===== src/logic/mul_pkg.sv =====
// Unsigned 32x32 operands only; MUL_LATENCY must be edited by hand whenever MUL_PIPE_MASK changes.
package mul_pkg;

  // Datapath sizes.
  localparam int unsigned MUL_WIDTH      = 32;
  localparam int unsigned MUL_PROD_WIDTH = 64;
  localparam int unsigned MUL_ROWS       = 31;  // One adder row per multiplier bit above bit 0.

  // A set bit places a register after that row of the array.
  localparam logic [MUL_ROWS-1:0] MUL_PIPE_MASK = 31'h0888_8888;

  // Cycles from valid in to valid out of the array, equal to the set bits of the mask.
  localparam int unsigned MUL_LATENCY = 7;

  // Bus widths.
  localparam int unsigned WB_ADDR_WIDTH = 5;
  localparam int unsigned WB_DATA_WIDTH = 32;

  // Register map in byte addresses.
  localparam logic [WB_ADDR_WIDTH-1:0] REG_OPA     = 5'h00;
  localparam logic [WB_ADDR_WIDTH-1:0] REG_OPB     = 5'h04;
  localparam logic [WB_ADDR_WIDTH-1:0] REG_CTRL    = 5'h08;
  localparam logic [WB_ADDR_WIDTH-1:0] REG_PROD_LO = 5'h0C;
  localparam logic [WB_ADDR_WIDTH-1:0] REG_PROD_HI = 5'h10;

  // Control bit on write, status bits on read of REG_CTRL.
  localparam int unsigned CTRL_START_BIT = 0;
  localparam int unsigned STAT_BUSY_BIT  = 0;
  localparam int unsigned STAT_DONE_BIT  = 1;

  // The product as the array delivers it, or as the two words the bus returns.
  typedef union packed {
    logic [MUL_PROD_WIDTH-1:0] full;
    struct packed {
      logic [WB_DATA_WIDTH-1:0] hi;
      logic [WB_DATA_WIDTH-1:0] lo;
    } halves;
  } mul_prod_u;

endpackage


===== src/logic/mul_array_row.sv =====
// No back-pressure; a registered row updates on every clock, so its input must be consumed as presented.
`timescale 1ns/1ps

module mul_array_row #(
  parameter int unsigned row_idx_p  = 0,
  parameter bit          pipeline_p = 1'b0
) (
  input  logic                             clk_i,
  input  logic                             reset_i,
  input  logic                             v_i,
  input  logic [mul_pkg::MUL_WIDTH-1:0]    a_i,
  input  logic [mul_pkg::MUL_WIDTH-1:0]    b_i,
  input  logic [mul_pkg::MUL_WIDTH-1:0]    s_i,
  input  logic                             c_i,
  input  logic [row_idx_p:0]               prod_accum_i,
  output logic                             v_o,
  output logic [mul_pkg::MUL_WIDTH-1:0]    a_o,
  output logic [mul_pkg::MUL_WIDTH-1:0]    b_o,
  output logic [mul_pkg::MUL_WIDTH-1:0]    s_o,
  output logic                             c_o,
  output logic [row_idx_p+1:0]             prod_accum_o
);
  import mul_pkg::*;

  logic [MUL_WIDTH-1:0] pp;      // Partial product of this row.
  logic [MUL_WIDTH-1:0] addend;  // Previous sum shifted down by the bit already retired.
  logic [MUL_WIDTH-1:0] sum;
  logic [MUL_WIDTH:0]   carry;

  assign pp     = a_i & {MUL_WIDTH{b_i[row_idx_p+1]}};
  assign addend = {c_i, s_i[MUL_WIDTH-1:1]};

  // Ripple-carry adder with one full adder per bit.
  always_comb begin
    carry[0] = 1'b0;
    for (int k = 0; k < MUL_WIDTH; k++) begin
      sum[k]     = pp[k] ^ addend[k] ^ carry[k];
      carry[k+1] = (pp[k] & addend[k]) | (carry[k] & (pp[k] ^ addend[k]));
    end
  end

  if (pipeline_p) begin : g_reg
    always_ff @(posedge clk_i) begin
      if (reset_i) begin
        v_o <= 1'b0;
      end else begin
        v_o <= v_i;
      end
    end

    always_ff @(posedge clk_i) begin
      a_o          <= a_i;
      b_o          <= b_i;
      s_o          <= sum;
      c_o          <= carry[MUL_WIDTH];
      prod_accum_o <= {sum[0], prod_accum_i};  // Lowest sum bit is final.
    end
  end else begin : g_comb
    assign v_o          = v_i;
    assign a_o          = a_i;
    assign b_o          = b_i;
    assign s_o          = sum;
    assign c_o          = carry[MUL_WIDTH];
    assign prod_accum_o = {sum[0], prod_accum_i};
  end

endmodule


===== src/logic/mul_array.sv =====
// Latency is set by MUL_PIPE_MASK in mul_pkg; an all-zero mask gives a purely combinational multiplier.
`timescale 1ns/1ps

module mul_array (
  input  logic                              clk_i,
  input  logic                              reset_i,
  input  logic                              v_i,
  input  logic [mul_pkg::MUL_WIDTH-1:0]     a_i,
  input  logic [mul_pkg::MUL_WIDTH-1:0]     b_i,
  output logic                              v_o,
  output logic [mul_pkg::MUL_PROD_WIDTH-1:0] prod_o
);
  import mul_pkg::*;

  // Chain between rows. Entry i feeds row i, entry i+1 is driven by row i.
  logic [MUL_WIDTH-1:0] a_c   [0:MUL_ROWS-1];
  logic [MUL_WIDTH-1:0] b_c   [0:MUL_ROWS-1];
  logic [MUL_WIDTH-1:0] s_c   [0:MUL_ROWS];
  logic                 c_c   [0:MUL_ROWS];
  logic                 v_c   [0:MUL_ROWS];
  logic [MUL_WIDTH-1:0] acc_c [0:MUL_ROWS];  // Entry i holds i+1 valid low bits.

  logic [MUL_WIDTH-1:0] pp0;

  // Partial product of b_i bit 0 seeds the running sum.
  assign pp0 = a_i & {MUL_WIDTH{b_i[0]}};

  assign a_c[0]   = a_i;
  assign b_c[0]   = b_i;
  assign s_c[0]   = pp0;
  assign c_c[0]   = 1'b0;
  assign v_c[0]   = v_i;
  assign acc_c[0] = {{(MUL_WIDTH-1){1'b0}}, pp0[0]};

  for (genvar i = 0; i < MUL_ROWS; i++) begin : g_row
    if (i < MUL_ROWS-1) begin : g_mid
      mul_array_row #(
        .row_idx_p (i),
        .pipeline_p(MUL_PIPE_MASK[i])
      ) i_row (
        .clk_i       (clk_i),
        .reset_i     (reset_i),
        .v_i         (v_c[i]),
        .a_i         (a_c[i]),
        .b_i         (b_c[i]),
        .s_i         (s_c[i]),
        .c_i         (c_c[i]),
        .prod_accum_i(acc_c[i][i:0]),
        .v_o         (v_c[i+1]),
        .a_o         (a_c[i+1]),
        .b_o         (b_c[i+1]),
        .s_o         (s_c[i+1]),
        .c_o         (c_c[i+1]),
        .prod_accum_o(acc_c[i+1][i+1:0])
      );
    end else begin : g_last
      // Operands are not needed past the last row.
      mul_array_row #(
        .row_idx_p (i),
        .pipeline_p(MUL_PIPE_MASK[i])
      ) i_row (
        .clk_i       (clk_i),
        .reset_i     (reset_i),
        .v_i         (v_c[i]),
        .a_i         (a_c[i]),
        .b_i         (b_c[i]),
        .s_i         (s_c[i]),
        .c_i         (c_c[i]),
        .prod_accum_i(acc_c[i][i:0]),
        .v_o         (v_c[i+1]),
        .a_o         (),
        .b_o         (),
        .s_o         (s_c[i+1]),
        .c_o         (c_c[i+1]),
        .prod_accum_o(acc_c[i+1])
      );
    end
  end

  // Bit 0 of the final sum is already the top bit of the accumulated low word.
  assign prod_o = {c_c[MUL_ROWS], s_c[MUL_ROWS][MUL_WIDTH-1:1], acc_c[MUL_ROWS]};
  assign v_o    = v_c[MUL_ROWS];

endmodule


===== src/logic/wb_mul_regs.sv =====
// Wishbone classic slave, full-word accesses only (sel ignored), no error or retry, one multiply at a time.
`timescale 1ns/1ps

module wb_mul_regs (
  input  logic                                clk_i,
  input  logic                                reset_i,
  input  logic                                wb_cyc_i,
  input  logic                                wb_stb_i,
  input  logic                                wb_we_i,
  input  logic [mul_pkg::WB_ADDR_WIDTH-1:0]   wb_adr_i,
  input  logic [mul_pkg::WB_DATA_WIDTH-1:0]   wb_dat_i,
  input  logic [mul_pkg::WB_DATA_WIDTH/8-1:0] wb_sel_i,  // Every access is a full word.
  output logic [mul_pkg::WB_DATA_WIDTH-1:0]   wb_dat_o,
  output logic                                wb_ack_o,
  output logic                                mul_v_o,
  output logic [mul_pkg::MUL_WIDTH-1:0]       mul_a_o,
  output logic [mul_pkg::MUL_WIDTH-1:0]       mul_b_o,
  input  logic                                mul_v_i,
  input  logic [mul_pkg::MUL_PROD_WIDTH-1:0]  mul_prod_i
);
  import mul_pkg::*;

  logic                     req;        // New request, not yet answered.
  logic                     wr_en;
  logic                     start_acc;
  logic [MUL_WIDTH-1:0]     opa_q;
  logic [MUL_WIDTH-1:0]     opb_q;
  logic                     busy_q;
  logic                     done_q;
  logic                     mul_v_q;
  mul_prod_u                prod_q;
  logic [WB_DATA_WIDTH-1:0] stat_word;
  logic [WB_DATA_WIDTH-1:0] rd_data;

  // The ack term keeps a held request from being answered twice.
  assign req   = wb_cyc_i & wb_stb_i & ~wb_ack_o;
  assign wr_en = req & wb_we_i;

  // A start is only taken while the array is idle.
  assign start_acc = wr_en && (wb_adr_i == REG_CTRL) && wb_dat_i[CTRL_START_BIT] && !busy_q;

  always_comb begin
    stat_word                = '0;
    stat_word[STAT_BUSY_BIT] = busy_q;
    stat_word[STAT_DONE_BIT] = done_q;
  end

  always_comb begin
    case (wb_adr_i)
      REG_OPA:     rd_data = opa_q;
      REG_OPB:     rd_data = opb_q;
      REG_CTRL:    rd_data = stat_word;
      REG_PROD_LO: rd_data = prod_q.halves.lo;
      REG_PROD_HI: rd_data = prod_q.halves.hi;
      default:     rd_data = '0;
    endcase
  end

  always_ff @(posedge clk_i) begin
    if (reset_i) begin
      wb_ack_o <= 1'b0;
    end else begin
      wb_ack_o <= req;  // Single-cycle ack.
    end
  end

  // Read data is captured with the ack, so it holds while ack is high.
  always_ff @(posedge clk_i) begin
    if (req) begin
      wb_dat_o <= rd_data;
    end
  end

  // Operands stay fixed while a multiply is in flight.
  always_ff @(posedge clk_i) begin
    if (reset_i) begin
      opa_q <= '0;
      opb_q <= '0;
    end else if (wr_en && !busy_q) begin
      if (wb_adr_i == REG_OPA) begin
        opa_q <= wb_dat_i;
      end
      if (wb_adr_i == REG_OPB) begin
        opb_q <= wb_dat_i;
      end
    end
  end

  // Multiply sequence. A start clears done, the returning valid sets it.
  always_ff @(posedge clk_i) begin
    if (reset_i) begin
      busy_q  <= 1'b0;
      done_q  <= 1'b0;
      mul_v_q <= 1'b0;
    end else begin
      mul_v_q <= start_acc;
      if (start_acc) begin
        busy_q <= 1'b1;
        done_q <= 1'b0;
      end else if (busy_q && mul_v_i) begin
        busy_q <= 1'b0;
        done_q <= 1'b1;
      end
    end
  end

  always_ff @(posedge clk_i) begin
    if (reset_i) begin
      prod_q.full <= '0;
    end else if (busy_q && mul_v_i) begin
      prod_q.full <= mul_prod_i;
    end
  end

  assign mul_v_o = mul_v_q;
  assign mul_a_o = opa_q;
  assign mul_b_o = opb_q;

endmodule


===== src/logic/wb_mul_top.sv =====
// Wishbone classic multiplier; done follows an accepted start by MUL_LATENCY + 2 cycles.
`timescale 1ns/1ps

module wb_mul_top (
  input  logic                                clk_i,
  input  logic                                reset_i,
  input  logic                                wb_cyc_i,
  input  logic                                wb_stb_i,
  input  logic                                wb_we_i,
  input  logic [mul_pkg::WB_ADDR_WIDTH-1:0]   wb_adr_i,
  input  logic [mul_pkg::WB_DATA_WIDTH-1:0]   wb_dat_i,
  input  logic [mul_pkg::WB_DATA_WIDTH/8-1:0] wb_sel_i,
  output logic [mul_pkg::WB_DATA_WIDTH-1:0]   wb_dat_o,
  output logic                                wb_ack_o
);
  import mul_pkg::*;

  logic                      mul_v_req;
  logic [MUL_WIDTH-1:0]      mul_a;
  logic [MUL_WIDTH-1:0]      mul_b;
  logic                      mul_v_rsp;
  logic [MUL_PROD_WIDTH-1:0] mul_prod;

  wb_mul_regs i_regs (
    .clk_i     (clk_i),
    .reset_i   (reset_i),
    .wb_cyc_i  (wb_cyc_i),
    .wb_stb_i  (wb_stb_i),
    .wb_we_i   (wb_we_i),
    .wb_adr_i  (wb_adr_i),
    .wb_dat_i  (wb_dat_i),
    .wb_sel_i  (wb_sel_i),
    .wb_dat_o  (wb_dat_o),
    .wb_ack_o  (wb_ack_o),
    .mul_v_o   (mul_v_req),
    .mul_a_o   (mul_a),
    .mul_b_o   (mul_b),
    .mul_v_i   (mul_v_rsp),
    .mul_prod_i(mul_prod)
  );

  mul_array i_array (
    .clk_i  (clk_i),
    .reset_i(reset_i),
    .v_i    (mul_v_req),
    .a_i    (mul_a),
    .b_i    (mul_b),
    .v_o    (mul_v_rsp),
    .prod_o (mul_prod)
  );

endmodule


===== config.mk =====
export PLATFORM = sky130hd
export DESIGN_NAME = wb_mul_top
export DESIGN_NICKNAME = d
export VERILOG_FILES = /design/src/logic/mul_pkg.sv /design/src/logic/mul_array_row.sv /design/src/logic/mul_array.sv /design/src/logic/wb_mul_regs.sv /design/src/logic/wb_mul_top.sv
export SDC_FILE = /design/constraint.sdc
export NUM_CORES = 2
export LEC_CHECK = 0
export ABC_CLOCK_PERIOD_IN_PS = 20100
export BUFFER_PORTS_ARGS = -buffer_cell sky130_fd_sc_hd__buf_2
export CORE_ASPECT_RATIO = 1.75
export CORE_MARGIN = 5
export CORE_UTILIZATION = 30
export DETAILED_ROUTE_END_ITERATION = 16
export HOLD_SLACK_MARGIN = 0.02
export PLACE_DENSITY_LB_ADDON = 0.08
export SLEW_MARGIN = 40
export SYNTH_ARGS = -nofsm -noshare
export SYNTH_HDL_FRONTEND = slang
export SYNTH_HIERARCHICAL = 1
export SYNTH_SLANG_ARGS = --single-unit

===== constraint.sdc =====
create_clock -name clk_i -period 20.1 [get_ports clk_i]
set_input_delay 1.005 -clock clk_i [delete_from_list [all_inputs] [get_ports clk_i]]
set_output_delay 1.005 -clock clk_i [all_outputs]
set_load 0.03 [all_outputs]

Yosys cells after proc, flatten, opt, wreduce, memory -nomap -nowiden. Cells that the tools add are included.

Register bits: 969. Bits in latches: 0. Memory bits (writable): 0. ROM bits: 0. Input port bits: 46. Output and inout bits: 33. Word-level logic and storage cells: 4968. Memories: 0.

$add $sub $neg: 0. Multiply operators: 0. Div/mod/pow operators: 0. Order comparisons: 0. Equality and inequality tests: 4. Shifts and indexed selects: 0. Muxes and demuxes: 3. Bitwise gates (word level): 4900. Reduce and logical (&&, ||, !) cells: 11.

Operator list (count): AND 1 bit (1955); bitwise XOR 1 bit (1952); AND 32 bit (32); OR 1 bit (960); case mux 32 bit (5 select lines) (1); == test 5 x 4 -> 1 bit, second input constant (2); == test 5 x 3 -> 1 bit, second input constant (1); == test 5 bit, second input constant (1); logical AND 1 bit (5); logical NOT 5 bit (1); AND reduction 2 bit (2); two-way mux 1 bit (2); nonzero test 2 bit (1); OR reduction 2 bit (1); logical NOT 1 bit (1); NOT 1 bit (1).

Depth between registers and ports, before layout.
Depth in word-level cells: 76. Mapped depth: 52. Depth with buffers taken out: 51.

Hierarchy. Netlist, hierarchy kept.

Modules (own cells, without submodules): wb_mul_regs (times used 1, cells each 725, area an instance 6513.7 µm², sequential area each 3603.5 µm²); mul_array_row (i_array.g_row[27].g_mid.i_row) (times used 1, cells each 209, area an instance 3437.0 µm², sequential area each 2522.4 µm²); mul_array_row (i_array.g_row[23].g_mid.i_row) (times used 1, cells each 205, area an instance 3357.0 µm², sequential area each 2442.3 µm²); mul_array_row (i_array.g_row[19].g_mid.i_row) (times used 1, cells each 201, area an instance 3276.9 µm², sequential area each 2362.3 µm²); mul_array_row (i_array.g_row[15].g_mid.i_row) (times used 1, cells each 197, area an instance 3196.8 µm², sequential area each 2282.2 µm²); mul_array_row (i_array.g_row[11].g_mid.i_row) (times used 1, cells each 193, area an instance 3116.7 µm², sequential area each 2202.1 µm²); mul_array_row (i_array.g_row[7].g_mid.i_row) (times used 1, cells each 189, area an instance 3036.7 µm², sequential area each 2122.0 µm²); mul_array_row (i_array.g_row[3].g_mid.i_row) (times used 1, cells each 185, area an instance 2956.6 µm², sequential area each 2042.0 µm²); mul_array_row (i_array.g_row[30].g_last.i_row) (times used 1, cells each 178, area an instance 1629.1 µm², sequential area each 0.0 µm²); mul_array_row (i_array.g_row[29].g_mid.i_row) (times used 1, cells each 177, area an instance 1621.6 µm², sequential area each 0.0 µm²); mul_array_row (i_array.g_row[28].g_mid.i_row) (times used 1, cells each 176, area an instance 1614.0 µm², sequential area each 0.0 µm²); mul_array_row (i_array.g_row[26].g_mid.i_row) (times used 1, cells each 174, area an instance 1599.0 µm², sequential area each 0.0 µm²); mul_array_row (i_array.g_row[25].g_mid.i_row) (times used 1, cells each 173, area an instance 1591.5 µm², sequential area each 0.0 µm²); mul_array_row (i_array.g_row[24].g_mid.i_row) (times used 1, cells each 172, area an instance 1584.0 µm², sequential area each 0.0 µm²); +19 rows.

Least setup slack after synthesis. No wires, ideal clock.

Kind: flip-flop to flip-flop. Start point: register i_array/g_row[11].g_mid.i_row/b_o[13] in the netlist's numbering. End point: register i_array/g_row[15].g_mid.i_row/s_o[31] in the netlist's numbering. Setup time: 0.057 ns. Data arrival time: 16.401 ns. Required time: 20.043 ns. Setup slack: 3.641 ns. Cell stages (with the launch flop): 53. Buffers on the path: 1. Period minus slack after synthesis: 16.459 ns. Cell sequence: dfxtp_1 clkbuf_2 and2_2 ha_1 inv_1 fa_1 fa_1 inv_1 inv_1 fa_1 fa_1 inv_1 inv_1 fa_1 fa_1 inv_1 fa_1 inv_1 [17 not listed] inv_1 fa_1 fa_1 fa_1 fa_1 fa_1 fa_1 fa_1 fa_1 fa_1 fa_1 fa_1 fa_1 fa_1 fa_1 inv_1 fa_1 inv_1.

RTL lines: start: declaration (RTL line mul_array_row.sv:18) `output logic [mul_pkg::MUL_WIDTH-1:0] b_o,`; start signal: assignment (RTL line mul_array_row.sv:53) `b_o <= b_i;`; end signal: assignment (RTL line mul_array_row.sv:54) `s_o <= sum;`; end: declaration (RTL line mul_array_row.sv:19) `output logic [mul_pkg::MUL_WIDTH-1:0] s_o,`.

==> results.md <==
- Synthesized area per cell: approximately 11 um2
- Register share of total power: a little under 50%
- Maximum number of pins on one net before global-route repair: 66
- Placeable core region: 198000 um2
- Leakage power figure: around 26 nW
- Highest fanout seen on the critical path: 32
- Number of global-route vias before repair: approximately 32000
- Setup violations, final: 0
- Via count: 26367
- Number of antenna violations at the first check in global routing: 17
- Maxcap violations: 0
- Crit start category: flip-flop
- Die height: between 500 and 600 um
- Global-route usage over all layers: 11.7%
- Clock network latency to the later pin of the worst-skew pair: 690 ps
- Total nets after synthesis: approximately 6500
- Layout Area Growth over Synthesis: -8.09%
- Max IR drop VDD: between 0.05 and 0.06 mV
- Internal power: approximately 0.0027 W
- First-pass GRT wire length: approximately 180000 um
- Effective utilization at floorplan: between 30 and 40%
- RSZ-0062 raised after global routing: no
- Filler Cells Inserted: just over 20000
- Most Frequent Cell on Critical Path: sky130_fd_sc_hd__fa_1
- Global-route congestion overflow total: 0
- Yosys Warn Count: 6
- Worst Reg-to-Reg Cells: 50
- Critical path start-end classification: flip-flop to flip-flop
- Number of DRC violations after detailed-routing iteration 0: roughly 740
- Die Area: between 200000 and 250000 um2
- Status: complete, no violations
- Actual slew at the worst max-slew pin: between 800 and 900 ps
- Power density over cell area: roughly 63 nW/um2
- Crit path arrival time: between 15000 and 20000 ps
- Cell area after synthesis: between 50000 and 60000 um2
- Antenna viol nets, final: 0
- HP Class: flip-flop to flip-flop
- Part of the power in the clock network: roughly half
- Sw power: roughly 0.00075 W
- CTS tree: done
- Max frequency: between 50 and 60 MHz
- Net count, final: 5074
- Post-layout power: roughly 0.0034 W
- Fin. max-slew vios: 0
- Instance count of the mapped netlist: between 5000 and 6000
- Normalized max-slew margin: between 40 and 50%
- Number of core rows: between 200 and 250
- Relative contribution of combinational cells to total power: under 10%
- Switching power share of the total: between 20% and 30%
- Setup skew after layout: approximately 45 ps
- Setup Total Neg Slack: 0 ps
- Clock-pin slew of the registers on the worst-case setup and hold paths: roughly 70 ps
- Cell at the slowest stage of the critical path: sky130_fd_sc_hd__fa_1
- Die outline width: roughly 350 um
- Worst path required time: 20720 ps
- Fraction of layout instances using a drive strength above 1: ~14%
- Dpl hpwl: between 90000 and 100000 um
- Biggest cell delay along the critical path: 520 ps
- First-pass DRT Iterations: 7
- Number of levels in the clock H-tree: 3
- Count of endpoints failing hold in the final timing report: 0
- Number of buffers inserted during clock tree synthesis: 87
- Kind of end point of the critical path: flip-flop
- Cell depth of the worst hold path: 0
- CTS sink cnt: between 800 and 900
- Post-CTS repair timing setup buffer count: 0
- Cell at the root of the clock tree: sky130_fd_sc_hd__clkbuf_16
- Drt via density: between 3 and 4
- Final clock period utilization by the worst path: 86.9%
- Min Tclk post-route: between 15000 and 20000 ps
- Number of buffers on the longest clock path: 3
- Weighted congestion reported at the end of routability-driven placement: roughly 0.71
- Hold buffer count at cts: 0
- Final routed DRC violation total: 0
- # resized after CTS: 0
- Total length of routed wires: ~120000 um
- PortBufs: 74
- WL/cell: roughly 18 um
- Number of ports placed on the die boundary: 79
-- area by class of cell --
type                            count  area (um2)  share of cell area [%]
Timing Repair Buffer              140         838                    1.53
Clock inverter                     39         536                   0.977
Tap cell                         2616        3270                    5.97
Multi-Input combinational cell   2530       28800                    52.5
Inverter                          434        1630                    2.97
Sequential cell                   843       17200                    31.4
Clock buffer                      119        2510                    4.58
Antenna cell                        5        12.5                  0.0228
-- routing by layer --
metal	global-route usage [%]	up-vias	wire length, um
met3	1.52	112	3370
li1	-	11902	-
met5	0	-	46
met4	3.00	8	2510
met1	10.9	14092	38900
met2	25.6	253	74200
-- power by group through the flow --
stage                     clock network [W]  registers [W]  logic [W]
final                               0.00172        0.00169  0.0000353
after floorplan                           0        0.00173  0.0000210
after global placement                    0        0.00173  0.0000364
after CTS                           0.00181        0.00169  0.0000366
after detailed placement                  0        0.00173  0.0000366
after global routing                0.00187        0.00169  0.0000390
-- worst max-delay path: cells and delay by family (launching register included) --
family | cells | cell delay (ps)
adders and majority gates | 38 | 15890
DFF | 1 | 310
buffers and inverters | 11 | 1000
and+or+nand+nor | 1 | 210
-- path summary, 6_finish.rpt --
kind / from / end / slack [ps]
worst min-delay path: i_array/g_row[7].g_mid.i_row/b_o[24] / i_array/g_row[11].g_mid.i_row/b_o[24] / 310
worst max register to register: i_array/g_row[23].g_mid.i_row/b_o[25] / i_array/g_row[27].g_mid.i_row/s_o[31] / 2640
worst max-delay path: i_array/g_row[23].g_mid.i_row/b_o[25] / i_array/g_row[27].g_mid.i_row/s_o[31] / 2640
worst min register to register: i_array/g_row[7].g_mid.i_row/b_o[24] / i_array/g_row[11].g_mid.i_row/b_o[24] / 310
-- state kept, by name, summed over array words and instances (netlist names) --
name                                    cells
i_array/g_row.g_mid.i_row/v_o               7
i_array/g_row.g_mid.i_row/prod_accum_o    112
i_regs/mul_a_o                             32
i_regs/mul_b_o                             32
i_regs/prod_q                              64
i_array/g_row.g_mid.i_row/c_o               7
i_array/g_row.g_mid.i_row/a_o             224
i_array/g_row.g_mid.i_row/s_o             224
i_regs/done_q                               1
i_regs/wb_dat_o                            32
i_regs/mul_v_o                              1
i_array/g_row.g_mid.i_row/b_o             105
i_regs/wb_ack_o                             1
i_regs/busy_q                               1
-- per-stage QoR --
stage	cell area, um2	std cells	utilization [%]	worst slack, ps	hold WS (ps)
floorplan	59600	5463	-	3670	436
global placement	51700	6551	26.1	2300	310
detailed placement	51800	6563	26.2	2320	312
CTS	54800	6721	27.7	2310	300
global route	54800	6723	27.7	1830	310
finish	54800	6726	27.7	2640	309
-- placed cells by master (no fill, tap or decap), types with 9 or more instances in the layout --
cell type / n
sky130_fd_sc_hd__mux2i_1: 32
sky130_fd_sc_hd__ha_1: 31
sky130_fd_sc_hd__nand2_1: 378
sky130_fd_sc_hd__clkbuf_8: 13
sky130_fd_sc_hd__clkbuf_1: 15
sky130_fd_sc_hd__clkbuf_16: 91
sky130_fd_sc_hd__nand2b_1: 65
sky130_fd_sc_hd__and2_1: 621
sky130_fd_sc_hd__fa_1: 961
sky130_fd_sc_hd__dfxtp_1: 801
sky130_fd_sc_hd__edfxtp_1: 32
sky130_fd_sc_hd__buf_4: 55
sky130_fd_sc_hd__nor2b_1: 9
sky130_fd_sc_hd__a222oi_1: 31
sky130_fd_sc_hd__a21oi_1: 97
sky130_fd_sc_hd__and2_2: 281
sky130_fd_sc_hd__clkinv_2: 11
sky130_fd_sc_hd__buf_2: 85
sky130_fd_sc_hd__inv_1: 434
sky130_fd_sc_hd__bufinv_16: 9
sky130_fd_sc_hd__dfxtp_2: 10
No activity file was read; power rests on OpenSTA's default activity.
